===== src/common/m5_consts.svh =====
`ifndef M5_CONSTS_SVH
`define M5_CONSTS_SVH

// OSD status word
`define M5_STATUS_W     32
`define M5_MODE_W       5

// memory extension and cartridge codes
`define M5_MEM_NONE     3'd0
`define M5_MEM_EM5      3'd1
`define M5_MEM_EM64     3'd2
`define M5_CART_NONE    2'd0

// download path
`define M5_IOCTL_AW     25
`define M5_DATA_W       8
`define M5_IDX_W        8
`define M5_IDX_ROM      8'h01
`define M5_IDX_TAPE     8'h02
`define M5_ROM_AW       12

// clocking and reset
`define M5_DIV_W        3
`define M5_RST_HOLD     16
`define M5_HOLD_W       5

// audio
`define M5_AUDIO_W      11
`define M5_SAMPLE_W     16
`define M5_I2S_BITS     32

`endif


===== src/common/m5_cfg_pkg.sv =====
`include "m5_consts.svh"

package m5_cfg_pkg;

    // field layout of the OSD status word
    typedef struct packed {
        logic [13:0] rsvd_hi;
        logic        reset_req;
        logic        border;
        logic [1:0]  scan_fx;
        logic [2:0]  rsvd_lo;
        logic        tape_sound;
        logic        fast_tape;
        logic        em64_boot;
        logic        em64_wp;
        logic        em64_mon;
        logic        em64_mode;
        logic [1:0]  cart;
        logic [2:0]  mem_ext;
    } status_fields_t;

    // raw view for change detection, field view for decoding
    typedef union packed {
        logic [`M5_STATUS_W-1:0] raw;
        status_fields_t          f;
    } status_u;

    typedef struct packed {
        logic cart_en;
        logic bin_load_en;
        logic kb64_en;
        logic fast_tape;
        logic tape_sound;
        logic border;
        logic reset_req;
        logic spare;
    } m5_cfg_t;

endpackage


===== src/rtl/m5_cfg_reg.sv =====
`timescale 1ns/100ps
`include "m5_consts.svh"

module m5_cfg_reg (
    input  logic                clk_sys,
    input  logic                arst_n_i,
    input  m5_cfg_pkg::status_u status_i,
    output m5_cfg_pkg::m5_cfg_t cfg_o,
    output logic                mode_chg_o
);
    import m5_cfg_pkg::*;

    status_u                status_q;
    logic [`M5_MODE_W-1:0]  mode_q;

    always_ff @(posedge clk_sys or negedge arst_n_i) begin
        if (!arst_n_i) begin
            status_q.raw <= '0;
            mode_q       <= '0;
            mode_chg_o   <= 1'b0;
        end else begin
            status_q   <= status_i;
            mode_q     <= status_q.raw[`M5_MODE_W-1:0];
            // mem_ext or cart moved
            mode_chg_o <= (status_q.raw[`M5_MODE_W-1:0] != mode_q);
        end
    end

    always_comb begin
        cfg_o = '0;
        // cartridge slot only free without the larger RAM expansions
        cfg_o.cart_en     = (status_q.f.mem_ext == `M5_MEM_NONE) ||
                            (status_q.f.mem_ext == `M5_MEM_EM5)  ||
                            (status_q.f.mem_ext == `M5_MEM_EM64);
        cfg_o.bin_load_en = cfg_o.cart_en && (status_q.f.cart == `M5_CART_NONE);
        cfg_o.kb64_en     = (status_q.f.mem_ext == `M5_MEM_EM64);
        cfg_o.fast_tape   = status_q.f.fast_tape;
        cfg_o.tape_sound  = status_q.f.tape_sound;
        cfg_o.border      = status_q.f.border;
        cfg_o.reset_req   = status_q.f.reset_req;
        cfg_o.spare       = 1'b0;
    end

endmodule


===== config.mk =====
export PLATFORM = sky130hd
export DESIGN_NAME = m5_cfg_reg
export DESIGN_NICKNAME = d
export VERILOG_FILES = /design/src/common/m5_cfg_pkg.sv /design/src/rtl/m5_cfg_reg.sv
export VERILOG_INCLUDE_DIRS = /design/src /design/src/common
export SDC_FILE = /design/constraint.sdc
export NUM_CORES = 1
export LEC_CHECK = 0
export BUFFER_PORTS_ARGS = -buffer_cell sky130_fd_sc_hd__buf_2
export CAP_MARGIN = 20
export CORE_UTILIZATION = 37
export DETAILED_ROUTE_END_ITERATION = 8
export PLACE_DENSITY = 0.79
export SKIP_LAST_GASP = 1
export SLEW_MARGIN = 20
export SYNTH_ARGS = -nofsm -noshare
export SYNTH_HDL_FRONTEND = slang
export SYNTH_SLANG_ARGS = --single-unit

===== constraint.sdc =====
create_clock -name clk_sys -period 2.4 [get_ports clk_sys]
set_input_delay 0.24 -clock clk_sys [delete_from_list [all_inputs] [get_ports clk_sys]]
set_output_delay 0.24 -clock clk_sys [all_outputs]
set_load 0.03 [all_outputs]

==> out/qor.json <==
{
  "overflow": 0,
  "clk_transition_reported_paths_ps": 80,
  "area_delta_synth_final_pct": 21.52,
  "worst_ep_arrival_time_ps": 1260,
  "clock-root-buffer": "clkbuf_4",
  "max_freq_mhz": 666.9,
  "yosys.cell_types.count": 9,
  "unrepaired_setup_endpoints_after_global_routing": "no",
  "worstReg2RegEnd": "mode_chg_o",
  "final_util_pct": 51.28,
  "fin_skew_ps": 5.075,
  "avgViaCountPerCell": 4.429,
  "hold_vio_cnt_final": 0,
  "finalWorstPathRequiredPeriod_ps": 1500,
  "net_count_of_the_mapped_netlist": 65,
  "route.vias.total": 279,
  "area_used_by_sequential_logic_in_the_layout_sq_um": 375.4,
  "die_x_um": 38.55,
  "grt_antenna_before_repair": 0,
  "max_cap_violations": 0,
  "gp_congestion": 0.7320,
  "postSynthAreaPerCell_sq_um": 15.94,
  "critPathLaunchType": "flip-flop",
  "place_area_sq_um": 564.3,
  "drive_gt1_share_pct": 44.90,
  "start_util_pct": 42.20,
  "cts-htree-levels": 1,
  "crit_fanout": 4,
  "setup_crit_end_kind": "output port",
  "grt_pass1_wl_um": 910,
  "n_antenna_cell": 0,
  "placementRows": 12,
  "ys_warns": 0,
  "hold_start": "status_i[17]",
  "core_footprint_sq_mm": 0.001171,
  "place_inst": 58,
  "detail_route.wl_per_cell_um": 9.762,
  "synth.cell_area_sq_um": 494.2,
  "ys_seq_elements": 15,
  "total_of_endpoints_with_negative_setup_slack_in_the_final_report": 0,
  "hold_path_end": "status_q[17]",
  "hold_depth": 1,
  "hold_class": "in2reg",
  "p_leak_nw": 0.2893,
  "io-pin-count": 43,
  "grtUsageTotal_pct": 9.476,
  "drt_first_iter_violations": 1,
  "design.die.area_sq_mm": 0.001486,
  "worstReg2RegStart": "status_q[0]",
  "cts-buffers-inserted": 3,
  "layout.nets": 84,
  "drt-pass1-iter-count": 2,
  "synth_cells": 31,
  "post_cts_resized": 0,
  "fin_tns_setup_ps": 0,
  "floorplan.die.height_um": 38.55,
  "finalInstanceArea_sq_um": 600.6,
  "critical_path_class": "reg2out",
  "multi_input_combinational_cell_area_sq_um": 81.33,
  "tritoncts": "built",
  "insertion_delay_ps": 270,
  "clock_path_buffers": 2,
  "post-route-drc-count": 0,
  "num-fill-cells": 111,
  "number_of_global_route_vias_before_repair": 236,
  "regToRegSetupSlack_ps": 1430,
  "grt_max_degree": 16,
  "yosysSeqAreaShare_pct": 75.95,
  "finalCritPeriodShare_pct": 62.48,
  "finalWirelength_um": 615,
  "clock-sinks": 15,
  "placement.io_buffers": 18,
  "outcome": "complete, no violations",
  "irDropWorstVdd_v": 0.0003911,
  "post_layout_nonfiller_instances": 63,
  "worst-endpoint-required_ps": 2160,
  "reg2regPathDepth": 3,
  "pwr_density_cell_mw_per_mm2": 749.1,
  "report.final.slew_viol_count": 0,
  "drt.antenna.violating_nets": 0
}
synthesized netlist by cell type:
cell / count / area, sq um
dfrtp_1: 15 / 375.4
nor3b_1: 2 / 15.01
conb_1: 1 / 3.750
xor2_1: 3 / 26.28
nand3_1: 1 / 5.000
buf_4: 5 / 37.54
xnor2_1: 2 / 17.52
a21oi_2: 1 / 8.760
nor3_1: 1 / 5.000
registers in the layout, summed over array words and instances, names as in the netlist:
name	count
mode_chg_o	1
mode_q	5
status_q	9
routing by layer:
| layer | part of all wire (%) | up-vias | global-route usage, % | routed length (um) |
|---|---|---|---|---|
| li1 | - | 128 | - | - |
| met1 | 46 | 139 | 11.81 | 283 |
| met2 | 47 | 12 | 14.17 | 292 |
| met3 | 6.3 | 0 | 5.233 | 39 |
| met4 | 0 | 0 | 2.586 | 0 |
| met5 | 0 | - | 0 | 0 |
final cells by class:
class | count | share of cell area, %
Clock buffer | 4 | 4.375
Multi-Input combinational cell | 11 | 13.54
Sequential cell | 15 | 62.50
Tap cell | 14 | 2.917
Timing Repair Buffer | 19 | 16.67
placed cells by master (no fill, tap or decap), drive strengths merged:
cell type,instances
buf,18
dfrtp,15
clkbuf,4
xor2,3
xnor2,2
nor3b,2
nor3,1
nand3,1
a21oi,1
conb,1
dlygate4sd3,1
kinds of logic after synthesis:
group / share of synthesized area [%]
AOI/OAI and AO/OA: 1.772
other: 0.7588
and+or+nand+nor: 5.060
DFF: 75.95
buffers and inverters: 7.596
xor gates and xnor gates: 8.862
report_power, final:
part	switching [W]	internal, W	total (W)
Sequential	0.00000768	0.000265	0.000273
Clock	0.0000690	0.0000642	0.000133
Combinational	0.0000270	0.0000171	0.0000441
Total	0.000104	0.000346	0.000450
critical path, stage by stage (launching register included):
cell and delay (ps):
dfrtp_1 430, a21oi_2 170, nor3b_1 170, buf_2 220
what timing repair did:
item | CTS | global route
buffers inserted | 0 | 0
hold buffers | 1 | 0
hold endpoints to repair | 15 | 0
how the worst max path moves through the flow:
stage / cells past startpoint / from / to / slack, ps
final: 3 / status_q[0] / cfg_o[6] / 900
after global routing: 3 / status_q[0] / cfg_o[6] / 830
after CTS: 3 / status_q[0] / cfg_o[6] / 900
after detailed placement: 3 / status_q[0] / cfg_o[6] / 1200
after floorplan: 2 / status_q[0] / cfg_o[6] / 610
after global placement: 3 / status_q[0] / cfg_o[6] / 1160
stage by stage:
| stage | worst slack (ps) | hold slack (ps) | total power, W |
|---|---|---|---|
| finish | 900.4 | 69.46 | 0.0004499 |
| global route | 833.8 | 58.03 | 0.0004679 |
| global placement | 1163 | 147.8 | 0.0003199 |
| CTS | 895.4 | 64.65 | 0.0004552 |
| detailed placement | 1198 | 154.8 | 0.0003215 |
| floorplan | 608.1 | -55.59 | 0.0003072 |
Note: power is estimated with default switching activity, not from simulation.
