File: src/common/m5_consts.svh
`ifndef M5_CONSTS_SVH
`define M5_CONSTS_SVH

// OSD status word
`define M5_STATUS_W     32
`define M5_MODE_W       5

// memory extension and cartridge codes
`define M5_MEM_NONE     3'd0
`define M5_MEM_EM5      3'd1
`define M5_MEM_EM64     3'd2
`define M5_CART_NONE    2'd0

// download path
`define M5_IOCTL_AW     25
`define M5_DATA_W       8
`define M5_IDX_W        8
`define M5_IDX_ROM      8'h01
`define M5_IDX_TAPE     8'h02
`define M5_ROM_AW       12

// clocking and reset
`define M5_DIV_W        3
`define M5_RST_HOLD     16
`define M5_HOLD_W       5

// audio
`define M5_AUDIO_W      11
`define M5_SAMPLE_W     16
`define M5_I2S_BITS     32

`endif

File: src/common/m5_cfg_pkg.sv
`include "m5_consts.svh"

package m5_cfg_pkg;

    // field layout of the OSD status word
    typedef struct packed {
        logic [13:0] rsvd_hi;
        logic        reset_req;
        logic        border;
        logic [1:0]  scan_fx;
        logic [2:0]  rsvd_lo;
        logic        tape_sound;
        logic        fast_tape;
        logic        em64_boot;
        logic        em64_wp;
        logic        em64_mon;
        logic        em64_mode;
        logic [1:0]  cart;
        logic [2:0]  mem_ext;
    } status_fields_t;

    // raw view for change detection, field view for decoding
    typedef union packed {
        logic [`M5_STATUS_W-1:0] raw;
        status_fields_t          f;
    } status_u;

    typedef struct packed {
        logic cart_en;
        logic bin_load_en;
        logic kb64_en;
        logic fast_tape;
        logic tape_sound;
        logic border;
        logic reset_req;
        logic spare;
    } m5_cfg_t;

endpackage

File: src/rtl/m5_sys_ctrl.sv
`timescale 1ns/100ps
`include "m5_consts.svh"

module m5_sys_ctrl (
    input  logic                clk_sys,
    input  logic                arst_n_i,
    input  logic                pll_locked_i,
    input  logic                ioctl_download_i,
    input  m5_cfg_pkg::m5_cfg_t cfg_i,
    input  logic                mode_chg_i,
    output logic                reset_o,
    output logic                ce_10m7_o,
    output logic                ce_5m3_o
);

    logic [`M5_DIV_W-1:0]  div_q;
    logic [`M5_HOLD_W-1:0] hold_q;
    logic                  rst_cause;

    ////////////////////////////////////////
    // clock enables
    ////////////////////////////////////////

    always_ff @(posedge clk_sys or negedge arst_n_i) begin
        if (!arst_n_i) begin
            div_q <= '0;
        end else begin
            div_q <= div_q + 1'b1;
        end
    end

    // every 4th and every 8th cycle, 5m3 on every second 10m7
    assign ce_10m7_o = (div_q[1:0] == 2'b00);
    assign ce_5m3_o  = (div_q == '0);

    ////////////////////////////////////////
    // reset
    ////////////////////////////////////////

    always_ff @(posedge clk_sys or negedge arst_n_i) begin
        if (!arst_n_i) begin
            hold_q <= '0;
        end else if (mode_chg_i) begin
            hold_q <= `M5_HOLD_W'(`M5_RST_HOLD);
        end else if (hold_q != '0) begin
            hold_q <= hold_q - 1'b1;
        end
    end

    assign rst_cause = !pll_locked_i || ioctl_download_i ||
                       cfg_i.reset_req || (hold_q != '0);

    always_ff @(posedge clk_sys or negedge arst_n_i) begin
        if (!arst_n_i) begin
            reset_o <= 1'b1;
        end else begin
            reset_o <= rst_cause;
        end
    end

endmodule

File: config.mk
export PLATFORM = sky130hd
export DESIGN_NAME = m5_sys_ctrl
export DESIGN_NICKNAME = d
export VERILOG_FILES = /design/src/common/m5_cfg_pkg.sv /design/src/rtl/m5_sys_ctrl.sv
export VERILOG_INCLUDE_DIRS = /design/src /design/src/common
export SDC_FILE = /design/constraint.sdc
export NUM_CORES = 1
export LEC_CHECK = 0
export ABC_CLOCK_PERIOD_IN_PS = 2000
export BUFFER_PORTS_ARGS = -buffer_cell sky130_fd_sc_hd__buf_2
export CORE_AREA = 2 2 39 41
export DETAILED_ROUTE_END_ITERATION = 16
export DIE_AREA = 0 0 41 43
export GPL_TIMING_DRIVEN = 0
export PLACE_DENSITY = 0.63
export SLEW_MARGIN = 20
export SYNTH_ARGS = -nofsm -noshare
export SYNTH_HDL_FRONTEND = slang
export SYNTH_SLANG_ARGS = --single-unit
File: constraint.sdc
create_clock -name clk_sys -period 2 [get_ports clk_sys]
set_clock_uncertainty 0.2 [all_clocks]
set_input_delay 0.1 -clock clk_sys [delete_from_list [all_inputs] [get_ports clk_sys]]
set_output_delay 0.1 -clock clk_sys [all_outputs]
set_load 0.05 [all_outputs]
==> results.py <==
metrics = {
    "global_routing": {
        "grt_pass1_wl_mm": 1.097,
        "antenna_found_initial": 0,
        "grt_pass1_vias": 269,
        "grt_use_total": 0.09828,
        "grt_overflow": 0,
        "grt_max_degree": 10,
    },
    "logic_synthesis": {
        "synth-async-reset-ratio": 1.000,
        "synth_edf_count": 0,
        "synthCells": 36,
        "seq_area_frac_synth": 0.5277,
        "synth_ff_type": "dfrtp_1",
        "synth_top_area_cell": "dfrtp_1",
        "synth_area_per_cell_um2": 11.92,
        "synth.top_cells.by_count": "dfrtp_1, inv_1, ha_1, nor2_1, nor2b_1",
        "yosysMostFrequentCell": "dfrtp_1",
        "synth_area_leaders": "dfrtp_1, ha_1, dfstp_2",
        "synthesis.nets": 52,
        "synth_cell_types": 21,
        "netlist_area_um2": 429.2,
        "yosysWarnings": 0,
        "synth-seq-cells": 9,
        "synth_top_area_frac": 0.4665,
    },
    "detailed_routing": {
        "avgViaCountPerCell": 4.129,
        "avgRoutedWirePerCell_um": 9.371,
        "wl_met3_um": 29,
        "drtIter0Drc": 0,
        "firstDrtPassIters": 1,
        "routed_wl_um": 656,
        "remaining_drc_errors": 0,
        "via_count": 289,
        "wl_met2_um": 297,
        "routed.top_layer": "met4",
        "ant_nets": 0,
        "wl_met1_um": 315,
    },
    "die": {
        "rows": 14,
        "initial_core_util": 0.3101,
        "die_w_um": 41,
        "io_pins": 16,
        "dieArea_mm2": 0.001763,
        "core_mm2": 0.001384,
        "die_h_um": 43,
    },
    "cts": {
        "cts_tree": "done",
        "cts_made_buffers": 3,
        "cts-root-buf": "clkbuf_4",
        "cts_max_path_buffers": 2,
        "clk_pin_slew_worst_paths_ns": 0.06,
        "clk_latency_ns": 0.25,
        "cts_num_sinks": 9,
        "htreeDepth": 1,
    },
    "setup_path": {
        "criticalPathCategory": "reg -> reg",
        "startpoint": "hold_q[0]",
        "reg2reg_from": "hold_q[0]",
        "cp_slowest_cell": "dlygate4sd3_1",
        "path_cells": "inv_1 -> ha_2 -> nor4b_4 -> nand3_1 -> dlygate4sd3_1",
        "critPathRequiredTime_ns": 1.98,
        "worstSetupStartpointType": "flop",
        "worst_setup_path_end_kind": "flop",
        "path_max_fanout": 4,
        "cp.arrival_ns": 1.88,
        "slowest_delay_ns": 0.56,
    },
    "sta": {
        "slew-limit-headroom": 0.7908,
        "drv_slew": 0,
        "timing.fmax_mhz": 525.8,
        "setup-violations-final": 0,
        "min_period_ns": 1.902,
        "tightest_slew_ns": 0.3124,
        "hold_violations": 0,
        "setup_tns_ns": 0,
        "fin_crit_sh": 0.9509,
    },
    "pwr": {
        "irDropWorstVdd_uv": 344.1,
        "p_leak_nw": 0.2828,
        "powerDensity_mw_per_mm2": 1137,
        "total_power_mw": 0.6515,
    },
    "placed_design": {
        "place_hpwl_um": 464.8,
        "gp_congestion": 0.7088,
        "io_buffers": 8,
    },
    "layout": {
        "synthToLayoutAreaGrowth_pct": 33.53,
        "num_antenna_cells": 0,
        "fin_nets": 71,
        "drive_gt1_frac": 0.3519,
        "fillers": 139,
    },
    "status": {
        "status": "finished clean",
    },
    "run": {
        "drv_cap": 0,
    },
    "hold_path": {
        "hp-class": "in -> async",
    },
}
path summary, 6_finish.rpt:
| check | depth (start not counted) | slack, ns | endpoint |
|---|---|---|---|
| worst max-delay path | 5 | 0.1 | reset_o |
| worst min-delay path | 2 | 0.02 | hold_q[4] |
| worst max register to register | 5 | 0.1 | reset_o |
| worst min register to register | 1 | 0.24 | div_q[0] |
| max in group asynchronous | 2 | 1.33 | reset_o |
| min in group clk_sys | 1 | 0.24 | div_q[0] |
metal layers:
metal / up-vias / global-route usage
met5: - / 0
li1: 154 / -
met2: 7 / 0.1125
met3: 2 / 0.04712
met4: 0 / 0.08000
met1: 126 / 0.1325
metrics by stage:
stage	instances	setup slack, ns	cell area, um^2	hold slack, ns	util
4_1_cts	68	0.03665	555.5	0.01404	0.4014
2_1_floorplan	36	0.02328	429.2	-0.3956	-
5_1_grt	70	-0.006207	573.1	0.04636	0.4141
3_3_place_gp	60	0.4308	489.2	-0.2394	0.3535
3_5_place_dp	60	0.4375	489.2	-0.2395	0.3535
6_report	70	0.09825	573.1	0.02073	0.4141
cell type report:
class	instances	area [um^2]	share of cell area
flip-flops and latches	9	226.5	0.3952
inverters	5	18.77	0.03275
multi-input cells	22	186.4	0.3253
well taps	16	20.02	0.03493
clock buffers	4	26.28	0.04585
repair buffers	14	95.09	0.1659
where the power goes:
group	total (mW)	leakage [nW]	switching [mW]	internal, mW
Combinational	0.245	0.158	0.0954	0.150
Clock	0.134	0.0150	0.0571	0.0765
Sequential	0.273	0.110	0.0473	0.225
kinds of logic (layout without fill, tap and decap cells):
| logic type | after synthesis | after routing | synth area share |
|---|---|---|---|
| adder cells (fa/ha/maj) | 3 | 3 | 0.08747 |
| buffers and inverters | 5 | 23 | 0.04374 |
| XOR/XNOR | 2 | 2 | 0.04082 |
| AND/OR/NAND/NOR | 11 | 11 | 0.2012 |
| flip-flops | 9 | 9 | 0.5277 |
| AO/OA/AOI/OAI | 6 | 6 | 0.09912 |
critical path: cells and delay by family, from the launching register on:
family	cells	cell delay, ns
buffers and inverters	2	0.65
AND/OR/NAND/NOR	2	0.40
adder cells (fa/ha/maj)	1	0.20
flip-flops	1	0.38
cells in the final DEF (no fill, tap or decap), types with 2 or more instances in the layout:
master         instances
buf_4                  2
dlygate4sd3_1          4
nor2_1                 2
inv_1                  5
dfrtp_1                8
ha_1                   2
buf_2                  8
clkbuf_4               3
nor2b_1                2
sequential cells by signal (all words and copies together), names as in the netlist:
| register | cells |
|---|---|
| hold_q | 5 |
| reset_o | 1 |
| div_q | 3 |
repair_timing:
item                                    4_1_cts  5_1_grt
endpoints found under the setup margin        0        1
buffers inserted                              0        2
hold endpoints to repair                     15        0
resized for setup                             0        1
hold buffers                                  4        0
(Power assumes the default switching activity.)
