### config.mk
export PLATFORM = sky130hd
export DESIGN_NAME = m5_i2s_tx
export DESIGN_NICKNAME = d
export VERILOG_FILES = /design/src/rtl/m5_i2s_tx.sv
export VERILOG_INCLUDE_DIRS = /design/src /design/src/common
export SDC_FILE = /design/constraint.sdc
export NUM_CORES = 1
export LEC_CHECK = 0
export BUFFER_PORTS_ARGS = -buffer_cell sky130_fd_sc_hd__clkbuf_2
export CAP_MARGIN = 15
export CORE_MARGIN = 8
export CORE_UTILIZATION = 50
export CTS_CLUSTER_DIAMETER = 100
export CTS_CLUSTER_SIZE = 40
export DETAILED_ROUTE_END_ITERATION = 6
export HOLD_SLACK_MARGIN = 0.02
export PLACE_DENSITY = 0.84
export RECOVER_POWER = 100
export SETUP_SLACK_MARGIN = 0.4
export SLEW_MARGIN = 25
export SYNTH_ARGS = -nofsm -noshare
export SYNTH_HDL_FRONTEND = slang
export SYNTH_SLANG_ARGS = --single-unit
### constraint.sdc
create_clock -name clk_sys -period 1.92 [get_ports clk_sys]
set_input_delay 0.288 -clock clk_sys [delete_from_list [all_inputs] [get_ports clk_sys]]
set_output_delay 0.288 -clock clk_sys [all_outputs]
set_load 0.005 [all_outputs]
### src/common/m5_consts.svh
`ifndef M5_CONSTS_SVH
`define M5_CONSTS_SVH

// OSD status word
`define M5_STATUS_W     32
`define M5_MODE_W       5

// memory extension and cartridge codes
`define M5_MEM_NONE     3'd0
`define M5_MEM_EM5      3'd1
`define M5_MEM_EM64     3'd2
`define M5_CART_NONE    2'd0

// download path
`define M5_IOCTL_AW     25
`define M5_DATA_W       8
`define M5_IDX_W        8
`define M5_IDX_ROM      8'h01
`define M5_IDX_TAPE     8'h02
`define M5_ROM_AW       12

// clocking and reset
`define M5_DIV_W        3
`define M5_RST_HOLD     16
`define M5_HOLD_W       5

// audio
`define M5_AUDIO_W      11
`define M5_SAMPLE_W     16
`define M5_I2S_BITS     32

`endif

### src/rtl/m5_i2s_tx.sv
`timescale 1ns/100ps
`include "m5_consts.svh"

module m5_i2s_tx (
    input  logic                   clk_sys,
    input  logic                   arst_n_i,
    input  logic                   rst_i,
    input  logic                   ce_i,
    input  logic [`M5_AUDIO_W-1:0] audio_i,
    output logic                   bck_o,
    output logic                   lrck_o,
    output logic                   sd_o
);

    localparam int SLOT_W = $clog2(`M5_I2S_BITS);
    localparam int PAD_W  = `M5_SAMPLE_W - `M5_AUDIO_W;

    logic [SLOT_W-1:0]       slot_q;
    logic [SLOT_W-1:0]       slot_nxt;
    logic [`M5_SAMPLE_W-1:0] sample_q;
    logic [`M5_SAMPLE_W-1:0] shift_q;
    logic                    fall;
    logic                    msb_slot;

    // bck high and about to drop
    assign fall     = ce_i && bck_o;
    assign slot_nxt = slot_q + 1'b1;
    // first data slot of each half, one slot after lrck moves
    assign msb_slot = (slot_nxt[SLOT_W-2:0] == 1);

    always_ff @(posedge clk_sys or negedge arst_n_i) begin
        if (!arst_n_i) begin
            bck_o   <= 1'b0;
            lrck_o  <= 1'b0;
            sd_o    <= 1'b0;
            slot_q  <= '1;
            shift_q <= '0;
        end else if (rst_i) begin
            bck_o   <= 1'b0;
            lrck_o  <= 1'b0;
            sd_o    <= 1'b0;
            slot_q  <= '1;
            shift_q <= '0;
        end else if (ce_i) begin
            bck_o <= !bck_o;
            if (fall) begin
                slot_q <= slot_nxt;
                lrck_o <= slot_nxt[SLOT_W-1];
                if (msb_slot) begin
                    sd_o    <= sample_q[`M5_SAMPLE_W-1];
                    shift_q <= {sample_q[`M5_SAMPLE_W-2:0], 1'b0};
                end else begin
                    sd_o    <= shift_q[`M5_SAMPLE_W-1];
                    shift_q <= {shift_q[`M5_SAMPLE_W-2:0], 1'b0};
                end
            end
        end
    end

    // same sample for both channels, taken as the left half opens
    always_ff @(posedge clk_sys) begin
        if (fall && (slot_nxt == '0)) begin
            sample_q <= {audio_i, {PAD_W{1'b0}}};
        end
    end

endmodule

==> results_dict.tcl, run 1 <==
set metrics [dict create \
    dpl.hpwl_um 1720 \
    area_growth_pct 32.1 \
    synth-edff-count 11 \
    fp.dieArea_um2 4580 \
    instances_no_fill 171 \
    seqPwrFrac_pct 49.8 \
    hold_viol 0 \
    drt-wirelength-per-cell_um 18.2 \
    grt_pass1_vias 1017 \
    leakagePower_uw 0.000693 \
    cts_tree "done" \
    track_usage_pct 14.5 \
    outcome "finished, violations left" \
    fin_nets 158 \
    synthFlopType "dfrtp_1" \
    final_cell_mix "dfrtp_1 (13), clkbuf_2 (13), nor2_1 (12)" \
    synth_area_um2 1340 \
    power_frac_comb_pct 16.7 \
    gp_congestion 0.852 \
    vias_per_cell 5.82 \
    drtIter0Drc 34 \
    die_x_um 67.7 \
    synthCells 109 \
    layout-drive-gt1-share_pct 37.6 \
    root_buffer "clkbuf_4" \
    max_freq_mhz 508 \
    ys_seq_elements 29 \
    cts_buffers 5 \
    cts_buffer_depth 2 \
    rsz0062_at_grt "yes" \
    drv_cap 0 \
    grt_max_degree 28 \
    gr-total-overflow 0 \
    crit_fanout 5 \
    routed_wl_um 3110 \
    yosysUniqueCellTypes 32 \
    synth.top_cell.area_share_pct 24.7 \
    antenna_left 0 \
    min_period_ps 1970 \
    setup_slack_ps -49.3 \
    dr.pass1.iters 4 \
    fin_skew_ps 20.0 \
    yosysTopAreaCell "edfxtp_1" \
    start_util_pct 53.5 \
    core_region_area_um2 2500 \
    clock_sink_count 29 \
    powerDensity_nw_per_um2 823 \
    avgSynthCellArea_um2 12.3 \
    tightestPinTransition_ps 998 \
    io_buffers 17 \
    fill_cells 171 \
    p_clk_share_pct 33.5 \
    worstPathRequired_ps 2120 \
    row_count 18 \
    cp_slowest_cell "or4b_4" \
    cts.clk_slew.worst_paths_ps 110 \
    setup_viol 4 \
    peakVddDrop_uv 1060 \
    diodes 0 \
    crit_arrival_ps 2160 \
    hold-worst-slack_ps 133 \
    async_flop_share_pct 62.1 \
    slew_violations 0 \
    ys.warnings.count 0 \
    tns_ps -81.5 \
    dpl.cell_count 151 \
    p_switching_uw 377 \
    violations "negative setup slack" \
    h-tree-depth 2 \
    antenna_found_initial 0 \
    synth.area.top_cells "edfxtp_1 (25%), dfrtp_1 (24%), dfstp_2 (9.8%), mux2i_1 (7.5%), a211oi_1 (6.2%)" \
    ys_seq_area_share_pct 58.9 \
    crit_type "reg2reg" \
    synthesis.nets 127 \
    vias 995 \
    crit_path_start_kind "flop" \
    fp.dieH_um 67.7 \
    slowest_delay_ps 490 \
    io_pins 18 \
    crit_chain "ha_4 > buf_6 > or4b_4 > o31ai_4 > buf_12 > mux2i_1 > a211oi_2" \
    clk_latency_ps 340 \
    end_kind "flop" \
    hold_class "in2reg" \
    swShare_pct 26.0 \
    grt_pass1_wl_um 4880 \
    slew_headroom_pct 33.4 \
    internal_power_uw 1080 \
    period_share_pct 103 \
    drc 0 \
]
[worst max-delay path, delay by kind of cell (launching register included)]
family | cells | cell delay [ps]
compound gates | 2 | 220
fa+ha+maj | 1 | 170
buf+inv | 2 | 300
flops | 1 | 410
mux | 1 | 240
simple gates | 1 | 490
[state kept, by name, summed over array words and instances, names as in the netlist]
name and cells:
sample_q 11, shift_q 10, slot_q 5, bck_o 1
lrck_o 1, sd_o 1
[cell families (layout without fill, tap and decap cells)]
logic type / Yosys count / after routing / synth area share, %
adder cells (fa/ha/maj): 3 / 3 / 2.81
flip-flops: 29 / 29 / 58.9
multiplexers: 10 / 10 / 7.49
buffers and inverters: 10 / 42 / 4.68
AND/OR/NAND/NOR: 35 / 35 / 13.3
AO/OA/AOI/OAI: 17 / 17 / 9.55
XOR/XNOR: 5 / 5 / 3.28
[cell type report]
class	count	area [µm²]	area share, %
Clock buffer	6	41.3	2.34
Timing Repair Buffer	32	269	15.2
Clock inverter	2	33.8	1.91
Tap cell	30	37.5	2.13
Sequential cell	29	787	44.6
Multi-Input combinational cell	70	589	33.4
Inverter	2	7.51	0.425
[power groups by stage]
stage | Combinational, µW | Sequential, µW | Clock, µW
5_1_grt | 264 | 727 | 528
6_report | 243 | 723 | 487
4_1_cts | 208 | 717 | 498
3_3_place_gp | 159 | 727 | 0
3_5_place_dp | 166 | 731 | 0
2_1_floorplan | 124 | 721 | 0
[synthesized netlist by cell type (all sizes together), types with 3 or more instances]
master / instances
a211oi: 11
buf: 4
clkbuf: 4
dfrtp: 13
dfstp: 5
edfxtp: 11
ha: 3
mux2i: 10
nand2: 7
nand2b: 3
nand3: 3
nor2: 13
xor2: 3
[worst paths after layout]
kind / slack, ps / endpoint / from / cells after the start
setup / recovery: -50 / shift_q[8] / slot_q[1] / 7
hold / removal: 130 / sample_q[15] / audio_i[10] / 1
setup reg to reg: -50 / shift_q[8] / slot_q[1] / 7
hold reg to reg: 520 / shift_q[6] / sample_q[5] / 2
max in group asynchronous: 670 / bck_o / arst_n_i / 2
min in group asynchronous: 620 / shift_q[13] / arst_n_i / 2
[metal layers]
metal | track usage (%) | wire length [µm]
met5 | 0 | 0
met4 | 6.01 | 30
met2 | 24.3 | 1580
met3 | 6.13 | 214
met1 | 15.9 | 1280
[repair_timing]
item / CTS / global route
buffers inserted: 8 / 1
setup endpoints to repair: 24 / 24
cloned: 1 / 1
resized for setup: 8 / 10
pin swaps: 6 / 6
endpoints found under the hold margin: 13 / 0
hold buffers: 1 / 0
[metrics by stage]
step | setup slack [ps] | cell area [µm²] | util [%] | total power (µW)
finish | -49.3 | 1770 | 70.6 | 1450
global route | -66.2 | 1770 | 70.6 | 1520
CTS | 4.68 | 1680 | 67.4 | 1420
detailed placement | -165 | 1460 | 58.2 | 898
global placement | -18.7 | 1460 | 58.2 | 886
floorplan | 185 | 1370 | - | 845
(Power assumes the default switching activity.)
==> run 2: changes to the inputs <==
--- a/config.mk
+++ b/config.mk
@@ -15,7 +15,6 @@
 export DETAILED_ROUTE_END_ITERATION = 6
 export HOLD_SLACK_MARGIN = 0.02
 export PLACE_DENSITY = 0.84
-export RECOVER_POWER = 100
 export SETUP_SLACK_MARGIN = 0.4
 export SLEW_MARGIN = 25
 export SYNTH_ARGS = -nofsm -noshare
==> run 2 against run 1 <==
- first-iteration DRC count is the same
- non-clock buffer count unchanged
- the flow still finishes with violations (negative setup slack)
- largest cell class unchanged
- global-route usage stayed put
- via count shrank 0.80%
- register-to-register slack is essentially flat
- clock power is essentially flat
==> results_dict.tcl, run 2 (synthesis gave the netlist of run 1 again) <==
set metrics [dict create \
    outcome "finished, violations left" \
    violations "negative setup slack" \
    start_util_pct 53.5 \
    min_period_ps 1960 \
    ff_latch_area_um2 787 \
    largest_register_ffs 11 \
    root_buffer "clkbuf_4" \
    cts_tree "done" \
    io_pins 18 \
    p_clk_share_pct 33.5 \
    die_x_um 67.7 \
    p_switching_uw 376 \
    h-tree-depth 2 \
    crit_fanout 5 \
    hold_viol 0 \
    track_usage_pct 14.5 \
    antenna_found_initial 0 \
    crit_path_start_kind "flop" \
    dr.max_layer_used "met4" \
    grt_pass1_vias 1017 \
    final_common_cell "clkbuf_2" \
    endpoint "shift_q[8]" \
    leakagePower_uw 0.000707 \
    setup_viol 4 \
    crit_arrival_ps 2160 \
    peakVddDrop_uv 1060 \
    post-route-cell-area_um2 1770 \
    fp.dieArea_um2 4580 \
    crit_type "reg2reg" \
    routed_wl_um 3100 \
    internal_power_uw 1080 \
    dpl_cell_area_um2 1460 \
    grt_max_degree 28 \
    tightestPinTransition_ps 453 \
    clk_latency_ps 340 \
    io_buffers 17 \
    cts.clk_slew.worst_paths_ps 110 \
    row_count 18 \
    power_frac_comb_pct 16.8 \
    crit_chain "ha_4 > buf_6 > or4b_4 > o31ai_4 > buf_12 > mux2i_1 > a211oi_2" \
    dr.pass1.iters 4 \
    fp.dieH_um 67.7 \
    drc 0 \
    gp_congestion 0.852 \
    gr-total-overflow 0 \
    clock_sink_count 29 \
    route.met2.wl_um 1550 \
    final_cell_mix "clkbuf_2 (17), dfrtp_1 (13), nor2_1 (12)" \
    reg2regPathDepth 7 \
    r2r_start "slot_q[1]" \
    dpl.hpwl_um 1720 \
    powerDensity_nw_per_um2 821 \
    fin_nets 158 \
    diodes 0 \
    hold_class "in2reg" \
    drv_cap 0 \
    reg2reg_to "shift_q[8]" \
    drtIter0Drc 34 \
    swShare_pct 25.9 \
    antenna_left 0 \
    reg2reg_slack_ps -40 \
    layout-drive-gt1-share_pct 40.4 \
    top_regs "sample_q (11), shift_q (10), slot_q (5)" \
    period_share_pct 102 \
    fill_cells 167 \
    end_kind "flop" \
    multi_input_area_um2 589 \
    vias_per_cell 5.77 \
    slew_violations 0 \
    wl_met3_um 207 \
    core_region_area_um2 2500 \
    grt_pass1_wl_um 4880 \
    area_growth_pct 32.5 \
    critical_path.startpoint "slot_q[1]" \
    fin_skew_ps 19.9 \
    rsz0062_at_grt "yes" \
    slew_headroom_pct 69.8 \
    seqPwrFrac_pct 49.7 \
    vias 987 \
    cp_slowest_cell "or4b_4" \
    slowest_delay_ps 490 \
    regMostFlops "sample_q" \
    setup_slack_ps -44.3 \
    worstPathRequired_ps 2120 \
    wl_met1_um 1310 \
    cts_buffer_depth 2 \
    dp_slack_ps -165 \
    max_freq_mhz 509 \
    drt-wirelength-per-cell_um 18.1 \
    cts_buffers 5 \
]
[run 2: worst min path at each step]
stage                 from      endpoint  slack [ps]  cells after the start
2_1_floorplan     arst_n_i         bck_o          -8                      0
3_3_place_gp      arst_n_i        lrck_o         260                      1
3_5_place_dp      arst_n_i        lrck_o         260                      1
4_1_cts        audio_i[10]  sample_q[15]         120                      1
5_1_grt         audio_i[5]  sample_q[10]         110                      1
6_report       audio_i[10]  sample_q[15]         130                      1
[run 2: final cells by class]
type | count | area share (%)
Sequential cell | 29 | 44.5
Multi-Input combinational cell | 70 | 33.3
Timing Repair Buffer | 32 | 15.5
Clock buffer | 6 | 2.33
Tap cell | 30 | 2.12
Clock inverter | 2 | 1.91
Inverter | 2 | 0.424
[run 2: metrics by stage]
step                TNS [ps]  std cells  hold WS (ps)  utilization, %  total power (µW)
global route            -356        171           107            70.8              1520
finish                 -73.5        171           132            70.8              1450
CTS                        0        169           117            67.4              1420
detailed placement      -874        151           259            58.2               898
global placement       -38.3        151           261            58.2               886
floorplan                  0        109         -7.59               -               845
[run 2: routing by layer]
layer  vias to the layer above  global-route usage, %
met5                         -                      0
met4                         0                   6.01
met3                         3                   6.13
met2                        29                   24.3
met1                       501                   15.9
li1                        454                      -
[run 2: timing repair]
item / CTS / global route
setup endpoints to repair: 24 / 24
hold buffers: 1 / 0
hold endpoints to repair: 13 / 0
setup buffers: 8 / 1
pin swaps: 6 / 6
gates cloned: 1 / 1
gates resized for setup: 8 / 10
[run 2: critical path: cells and delay by family, from the launching register on]
family / cells / cell delay [ps]
AOI/OAI and AO/OA: 2 / 220
and+or+nand+nor: 1 / 490
adders and majority gates: 1 / 170
muxes: 1 / 240
buffers and inverters: 2 / 300
DFF: 1 / 410
[run 2: power by group through the flow]
stage               Clock (µW)  Combinational, µW  Sequential, µW
floorplan                    0                124             721
global placement             0                159             727
detailed placement           0                166             731
CTS                        498                208             717
global route               528                266             727
finish                     487                244             723
