===== src/common/m5_consts.svh =====
`ifndef M5_CONSTS_SVH
`define M5_CONSTS_SVH

// OSD status word
`define M5_STATUS_W     32
`define M5_MODE_W       5

// memory extension and cartridge codes
`define M5_MEM_NONE     3'd0
`define M5_MEM_EM5      3'd1
`define M5_MEM_EM64     3'd2
`define M5_CART_NONE    2'd0

// download path
`define M5_IOCTL_AW     25
`define M5_DATA_W       8
`define M5_IDX_W        8
`define M5_IDX_ROM      8'h01
`define M5_IDX_TAPE     8'h02
`define M5_ROM_AW       12

// clocking and reset
`define M5_DIV_W        3
`define M5_RST_HOLD     16
`define M5_HOLD_W       5

// audio
`define M5_AUDIO_W      11
`define M5_SAMPLE_W     16
`define M5_I2S_BITS     32

`endif


===== src/common/m5_cfg_pkg.sv =====
`include "m5_consts.svh"

package m5_cfg_pkg;

    // field layout of the OSD status word
    typedef struct packed {
        logic [13:0] rsvd_hi;
        logic        reset_req;
        logic        border;
        logic [1:0]  scan_fx;
        logic [2:0]  rsvd_lo;
        logic        tape_sound;
        logic        fast_tape;
        logic        em64_boot;
        logic        em64_wp;
        logic        em64_mon;
        logic        em64_mode;
        logic [1:0]  cart;
        logic [2:0]  mem_ext;
    } status_fields_t;

    // raw view for change detection, field view for decoding
    typedef union packed {
        logic [`M5_STATUS_W-1:0] raw;
        status_fields_t          f;
    } status_u;

    typedef struct packed {
        logic cart_en;
        logic bin_load_en;
        logic kb64_en;
        logic fast_tape;
        logic tape_sound;
        logic border;
        logic reset_req;
        logic spare;
    } m5_cfg_t;

endpackage


===== src/common/m5_io_pkg.sv =====
`include "m5_consts.svh"

package m5_io_pkg;

    // one download beat from data_io
    typedef struct packed {
        logic [`M5_IOCTL_AW-1:0] addr;
        logic [`M5_DATA_W-1:0]   data;
        logic [`M5_IDX_W-1:0]    index;
    } ioctl_beat_t;

    typedef struct packed {
        logic                  en;
        logic [`M5_ROM_AW-1:0] addr;
        logic [`M5_DATA_W-1:0] data;
    } rom_wr_t;

    // same bit order as the core's ps2_key input
    typedef struct packed {
        logic                  strobe;
        logic                  pressed;
        logic                  extended;
        logic [`M5_DATA_W-1:0] code;
    } ps2_key_t;

endpackage


===== src/loader/m5_ioctl_loader.sv =====
`timescale 1ns/100ps
`include "m5_consts.svh"

module m5_ioctl_loader (
    input  logic                   clk_sys,
    input  logic                   arst_n_i,
    input  logic                   rst_i,
    input  m5_cfg_pkg::m5_cfg_t    cfg_i,
    input  m5_io_pkg::ioctl_beat_t ioctl_i,
    input  logic                   ioctl_valid_i,
    output logic                   ioctl_ready_o,
    output m5_io_pkg::rom_wr_t     rom_wr_o,
    output logic [`M5_DATA_W-1:0]  tape_o,
    output logic                   tape_valid_o,
    input  logic                   tape_ready_i
);

    logic                  accept;
    logic                  is_rom;
    logic                  is_tape;
    logic                  rom_en_q;
    logic [`M5_ROM_AW-1:0] rom_addr_q;
    logic [`M5_DATA_W-1:0] rom_data_q;

    // stall only while a tape byte sits unclaimed
    assign ioctl_ready_o = !rst_i && !(tape_valid_o && !tape_ready_i);
    assign accept        = ioctl_valid_i && ioctl_ready_o;
    assign is_rom        = (ioctl_i.index == `M5_IDX_ROM);
    assign is_tape       = (ioctl_i.index == `M5_IDX_TAPE);

    always_ff @(posedge clk_sys or negedge arst_n_i) begin
        if (!arst_n_i) begin
            rom_en_q     <= 1'b0;
            tape_valid_o <= 1'b0;
        end else if (rst_i) begin
            rom_en_q     <= 1'b0;
            tape_valid_o <= 1'b0;
        end else begin
            rom_en_q <= accept && is_rom && cfg_i.bin_load_en;
            if (accept && is_tape) begin
                tape_valid_o <= 1'b1;
            end else if (tape_ready_i) begin
                tape_valid_o <= 1'b0;
            end
        end
    end

    always_ff @(posedge clk_sys) begin
        if (accept) begin
            rom_addr_q <= ioctl_i.addr[`M5_ROM_AW-1:0];
            rom_data_q <= ioctl_i.data;
        end
        if (accept && is_tape) begin
            tape_o <= ioctl_i.data;
        end
    end

    // other indices fall through here and are dropped
    assign rom_wr_o = '{en: rom_en_q, addr: rom_addr_q, data: rom_data_q};

endmodule


===== config.mk =====
export PLATFORM = sky130hd
export DESIGN_NAME = m5_ioctl_loader
export DESIGN_NICKNAME = d
export VERILOG_FILES = /design/src/common/m5_cfg_pkg.sv /design/src/common/m5_io_pkg.sv /design/src/loader/m5_ioctl_loader.sv
export VERILOG_INCLUDE_DIRS = /design/src /design/src/common
export SDC_FILE = /design/constraint.sdc
export NUM_CORES = 1
export LEC_CHECK = 0
export ABC_AREA = 1
export BUFFER_PORTS_ARGS = -buffer_cell sky130_fd_sc_hd__buf_2
export CAP_MARGIN = 20
export CORE_ASPECT_RATIO = 0.9
export CORE_UTILIZATION = 37
export CTS_CLUSTER_SIZE = 40
export DETAILED_ROUTE_END_ITERATION = 8
export GPL_TIMING_DRIVEN = 1
export PLACE_DENSITY = 0.75
export REMOVE_ABC_BUFFERS = 1
export SLEW_MARGIN = 25
export SYNTH_ARGS = -nofsm -noshare
export SYNTH_HDL_FRONTEND = slang
export SYNTH_SLANG_ARGS = --single-unit
export TNS_END_PERCENT = 10

===== constraint.sdc =====
create_clock -name clk_sys -period 1.8 [get_ports clk_sys]
set_input_delay 0.36 -clock clk_sys [delete_from_list [all_inputs] [get_ports clk_sys]]
set_output_delay 0.36 -clock clk_sys [all_outputs]
set_load 0.005 [all_outputs]

==> impl_metrics.ini, run 1 <==
[yosys]
synth_adder_area_share = 0
synth_xor_area_frac = 0
synth_compound_area_frac = 0
syn_area_um2 = 1010
synth_cells = 57
synth-simple-area-share = 0.0802
ys_types = 11
yosysSeqAreaShare = 0.879
syn_avg_cell_area_um2 = 17.8
synth.mux.area_fraction = 0
synth_top_family_by_area = simple AND/OR/NAND/NOR gates
yosysWarnings = 0
ys_ff_latch = 30

[global_route]
grt_max_degree = 22
overflow = 0
grt_pass1_vias = 599
grt_pass1_wl_um = 2680
antenna_found_initial = 0
grtUsageTotal = 0.136

[timing]
tightest_slew_ns = 0.319
final-hold-violation-count = 0
fin_skew_ns = 0.00698
fmax_ghz = 0.723
layout_min_cycle_time_ns = 1.38
maxSlewHeadroom = 0.787
rsz0062_at_grt = no
finalCritPeriodShare = 0.769
setup_viol = 0
timing.setup.tns_ns = 0
drv_slew = 0

[critical_path]
path_max_fanout = 3
critical_path_required_ns = 1.44
critPathLaunch = tape_valid_o
path_class = register to primary output
critPathArrivalTime_ns = 1.02
cp-start-kind = register
crit_path_end_kind = primary output
timing.rr.start = tape_valid_o

[die]
fp.dieW_um = 57.2
start_util = 0.400
fp.coreArea_um2 = 2530
die_area_um2 = 2950
io_pins = 85
rows = 17
die_h_um = 51.7

[clock_tree]
clk_pin_slew_ns = 0.10
cts_tree = built
cts_resized = 0
clock_sinks = 30
htreeDepth = 2
clk_latency_ns = 0.32
root_buffer = clkbuf_4
cts.path.max_buffers = 2
numCtsBuffers = 5

[power_and_ir_drop]
p_per_area_nw_per_um2 = 970
peakVddDrop_v = 0.000427
power_leakage_nw = 0.678
power.total_mw = 1.41

[placement]
gp_congestion = 0.645
hpwlAfterDp_um = 1330
io_buffers = 64
place_area_um2 = 1370

[routing]
met3_length_um = 257
wl_um = 1850
firstDrtPassIters = 6
drcViolationCount = 8
routed-via-count = 703
wl_met2_um = 845
top_layer = met4
ant_nets = 0
wl_met1_um = 701
drt_iter0_markers = 22
wl_per_cell_um = 11.7
viasPerCell = 4.45

[finish]
drive_gt1_frac = 0.600
nNetsFinal = 183
num_antenna_cells = 0
stdcell_area_um2 = 1460
layout-area-overhead-vs-synth_pct = 43.7

[run_status]
status = finished with violations
violations = design-rule violations

[flow_run]
drv_cap = 0

[min_path]
hold_path_class = input pin to register
holdCritStartpoint = ioctl_i[22]
==> Yosys cell counts <==
cell type  instances  area (um2)
dfrtp_1            2        50.1
inv_2              1        3.75
nand2_2            2        12.5
edfxtp_1          28         841
inv_1              8        30.0
nand3_1            2        10.0
nor2_1             6        22.5
nand2_1            5        18.8
nor2_4             1        11.3
nor2_2             1        6.26
buf_4              1        7.51
==> registers in the layout (all words and copies together), names as in the netlist <==
register,cells
rom_addr_q,12
rom_data_q,8
tape_o,8
rom_en_q,1
tape_valid_o,1
==> per-stage QoR <==
stage	setup slack, ns	util	instances	hold slack [ns]
2_1_floorplan	0.251	-	56	0.0644
3_3_place_gp	0.366	0.541	149	0.144
3_5_place_dp	0.343	0.541	149	0.152
4_1_cts	0.387	0.575	158	0.191
5_1_grt	0.330	0.575	158	0.179
6_report	0.416	0.575	158	0.204
==> per-layer routing <==
layer,up-vias,track usage
met5,-,0
met1,308,0.123
met2,51,0.229
li1,339,-
met4,0,0.122
met3,5,0.0647
==> layout by cell type (no fill, tap or decap), drive strengths merged <==
cell,netlist,layout
bufinv,0,1
clkinv,0,2
nand3,2,2
dfrtp,2,2
clkbuf,0,5
buf,1,65
edfxtp,28,28
nor2,8,8
inv,9,9
nand2,7,7
dlygate4sd3,0,1
==> final timing paths <==
path	endpoint	slack, ns	cells past startpoint
setup reg to reg	tape_o[1]	0.51	5
setup / recovery	ioctl_ready_o	0.42	4
max in group asynchronous	tape_valid_o	1.34	2
min in group asynchronous	rom_en_q	0.37	2
hold reg to reg	tape_valid_o	0.58	2
hold / removal	rom_addr_q[6]	0.20	1
==> cell families after synthesis <==
group,after synthesis
buf+inv,10
simple gates,17
flops,30
==> area by class of cell <==
class	instances	area, um2
clock buffers	5	37.5
clock inverters	3	40.0
fillers	200	1070
inverters	9	33.8
multi-input cells	17	81.3
flip-flops and latches	30	891
well taps	28	35.0
repair buffers	66	338
==> critical path: stages, from the launching register on <==
cell and delay (ns):
dfrtp_1 0.41, nand2_2 0.08, nand2_2 0.06, inv_1 0.05
buf_2 0.10
==> power by group <==
group | leakage (nW) | internal (mW) | switching, mW
sequential | 0.288 | 0.796 | 0.00644
clock | 0.0450 | 0.287 | 0.226
combinational | 0.346 | 0.0516 | 0.0444
total | 0.678 | 1.14 | 0.277
==> what timing repair did <==
item | 4_1_cts | 5_1_grt
buffers inserted | 0 | 0
hold endpoints to repair | 2 | 0
hold buffers | 1 | 0
Power figures use the tool's default switching activity.
==> inputs of run 2 (changes only) <==
Settings changed: CORE_UTILIZATION 37 to 33, PLACE_DENSITY 0.75 to 0.7.
Clock period 1.8 ns to 1.2 ns, I/O delays scaled along.
==> run 2 against run 1 <==
Core utilization down 3.7 points; flip-flop and latch count unchanged; the run ends with negative setup slack left; power up 33%; die area up 12%; non-clock buffer count up 6; sequential power up 49%; critical path type is now register to register; final cell count up 11%; clock skew down 0.0060 ns; setup slack worse by 0.52 ns; via count down 0.85%; critical endpoint is now tape_o[5]; largest cell class unchanged.
==> impl_metrics.ini, run 2 (synthesis gave the netlist of run 1 again) <==
[global_route]
grtUsageTotal = 0.111
overflow = 0
grt_max_degree = 22
grt_pass1_wl_um = 2420
grt_pass1_vias = 600
antenna_found_initial = 0

[power_and_ir_drop]
pwr-share-clk = 0.277
sequentialPowerShare = 0.639
p_sw_mw = 0.379
internal-power_mw = 1.50
switching_share = 0.201
p_per_area_nw_per_um2 = 1230
peakVddDrop_v = 0.000506
p_comb_frac = 0.084
power_leakage_nw = 0.699
power.total_mw = 1.88

[clock_tree]
root_buffer = clkbuf_4
cts.path.max_buffers = 2
clk_pin_slew_ns = 0.08
htreeDepth = 2
numCtsBuffers = 5
cts_tree = built
clock_sinks = 30
clk_latency_ns = 0.30

[placement]
gp_congestion = 0.633
io_buffers = 64
place_ws_ns = -0.0178
hpwlAfterDp_um = 1320

[die]
fp.coreArea_um2 = 2840
start_util = 0.357
die_area_um2 = 3300
die_h_um = 54.6
fp.dieW_um = 60.4
rows = 18
io_pins = 85

[critical_path]
cp-start-kind = register
path_class = register to register
path_max_fanout = 8
timing.rr.start = tape_valid_o
critPathArrivalTime_ns = 1.34
crit_path_end_kind = register
critical_path_required_ns = 1.23
critPathLaunch = tape_valid_o

[timing]
drv_slew = 0
fin_skew_ns = 0.00100
maxSlewHeadroom = 0.918
final-hold-violation-count = 0
tightest_slew_ns = 0.123
timing.setup.tns_ns = -1.75
layout_min_cycle_time_ns = 1.30
rsz0062_at_grt = yes
finalCritPeriodShare = 1.09
fmax_ghz = 0.767
setup_viol = 29
layout_setup_ws_ns = -0.104

[finish]
layout-area-overhead-vs-synth_pct = 50.6
final_util = 0.538
nNetsFinal = 189
multi_input_area_um2 = 83.8
num_antenna_cells = 0
num-fill-cells = 249
drive_gt1_frac = 0.625
final_cell_mix = buf_2 (63), edfxtp_1 (28), inv_1 (6), nor2_1 (6), clkbuf_4 (5)
top_register = rom_addr_q
layout_commonest_cell = buf_2
reg.largest.list = rom_addr_q (12), rom_data_q (8), tape_o (8)
largest_reg_flops = 12
seq_area_um2 = 891

[routing]
routed-via-count = 697
firstDrtPassIters = 3
drcViolationCount = 0
wl_um = 1770
viasPerCell = 3.96
wl_per_cell_um = 10.1
drt_iter0_markers = 4
ant_nets = 0

[run_status]
status = finished with violations
violations = negative setup slack

[min_path]
hold_path_class = input pin to register
holdCritStartpoint = ioctl_i[25]

[flow_run]
drv_cap = 0
==> run 2: cell types whose count changed in the layout (fill, tap and decap cells not counted), sizes merged <==
cell and delta:
clkbuf +1, buf +6, bufinv -1
==> run 2: power by group through the flow <==
stage / Sequential (mW) / Clock [mW] / Combinational (mW)
floorplan: 1.24 / 0 / 0.0272
global placement: 1.23 / 0 / 0.147
detailed placement: 1.23 / 0 / 0.151
CTS: 1.20 / 0.545 / 0.161
global route: 1.21 / 0.585 / 0.177
finish: 1.20 / 0.521 / 0.158
==> run 2: area by class of cell <==
class                   count  share of cell area
clock inverters             2             0.00574
inverters                   9              0.0221
flip-flops and latches     30               0.584
multi-input cells          17              0.0549
repair buffers             72               0.274
clock buffers               6              0.0270
well taps                  40              0.0328
==> run 2: per-layer routing <==
layer / wire length (um) / global-route usage / vias up
met4: 21 / 0.102 / 0
li1: - / - / 350
met1: 725 / 0.116 / 294
met2: 820 / 0.170 / 51
met3: 205 / 0.0473 / 2
met5: 0 / 0 / -
==> run 2: final timing paths <==
| path | to | slack [ns] | depth (start not counted) |
|---|---|---|---|
| worst min register to register | tape_valid_o | 0.64 | 3 |
| worst max register to register | tape_o[5] | -0.10 | 7 |
| min in group asynchronous | rom_en_q | 0.24 | 2 |
| worst max-delay path | tape_o[5] | -0.10 | 7 |
| worst min-delay path | rom_addr_q[9] | 0.10 | 1 |
| max in group asynchronous | tape_valid_o | 0.87 | 2 |
==> run 2: what timing repair did <==
action | CTS | global route
hold buffers | 1 | 0
buffers inserted | 1 | 1
setup endpoints to repair | 10 | 31
gates resized for setup | 5 | 0
pin swaps | 2 | 0
hold endpoints to repair | 2 | 0
==> run 2: critical path: stages (launching register included) <==
cell	delay (ns)
dfrtp_1	0.40
nand2_2	0.06
nand2_2	0.06
buf_4	0.14
nor2_4	0.12
nand2_2	0.07
inv_2	0.07
buf_12	0.12
==> run 2: metrics by stage <==
step / cell area [um2] / hold WS, ns / cells
after floorplan: 1010 / -0.0556 / 56
after global placement: 1440 / 0.0255 / 165
after detailed placement: 1440 / 0.0289 / 165
after CTS: 1520 / 0.0826 / 175
after global routing: 1530 / 0.0701 / 176
final: 1530 / 0.104 / 176
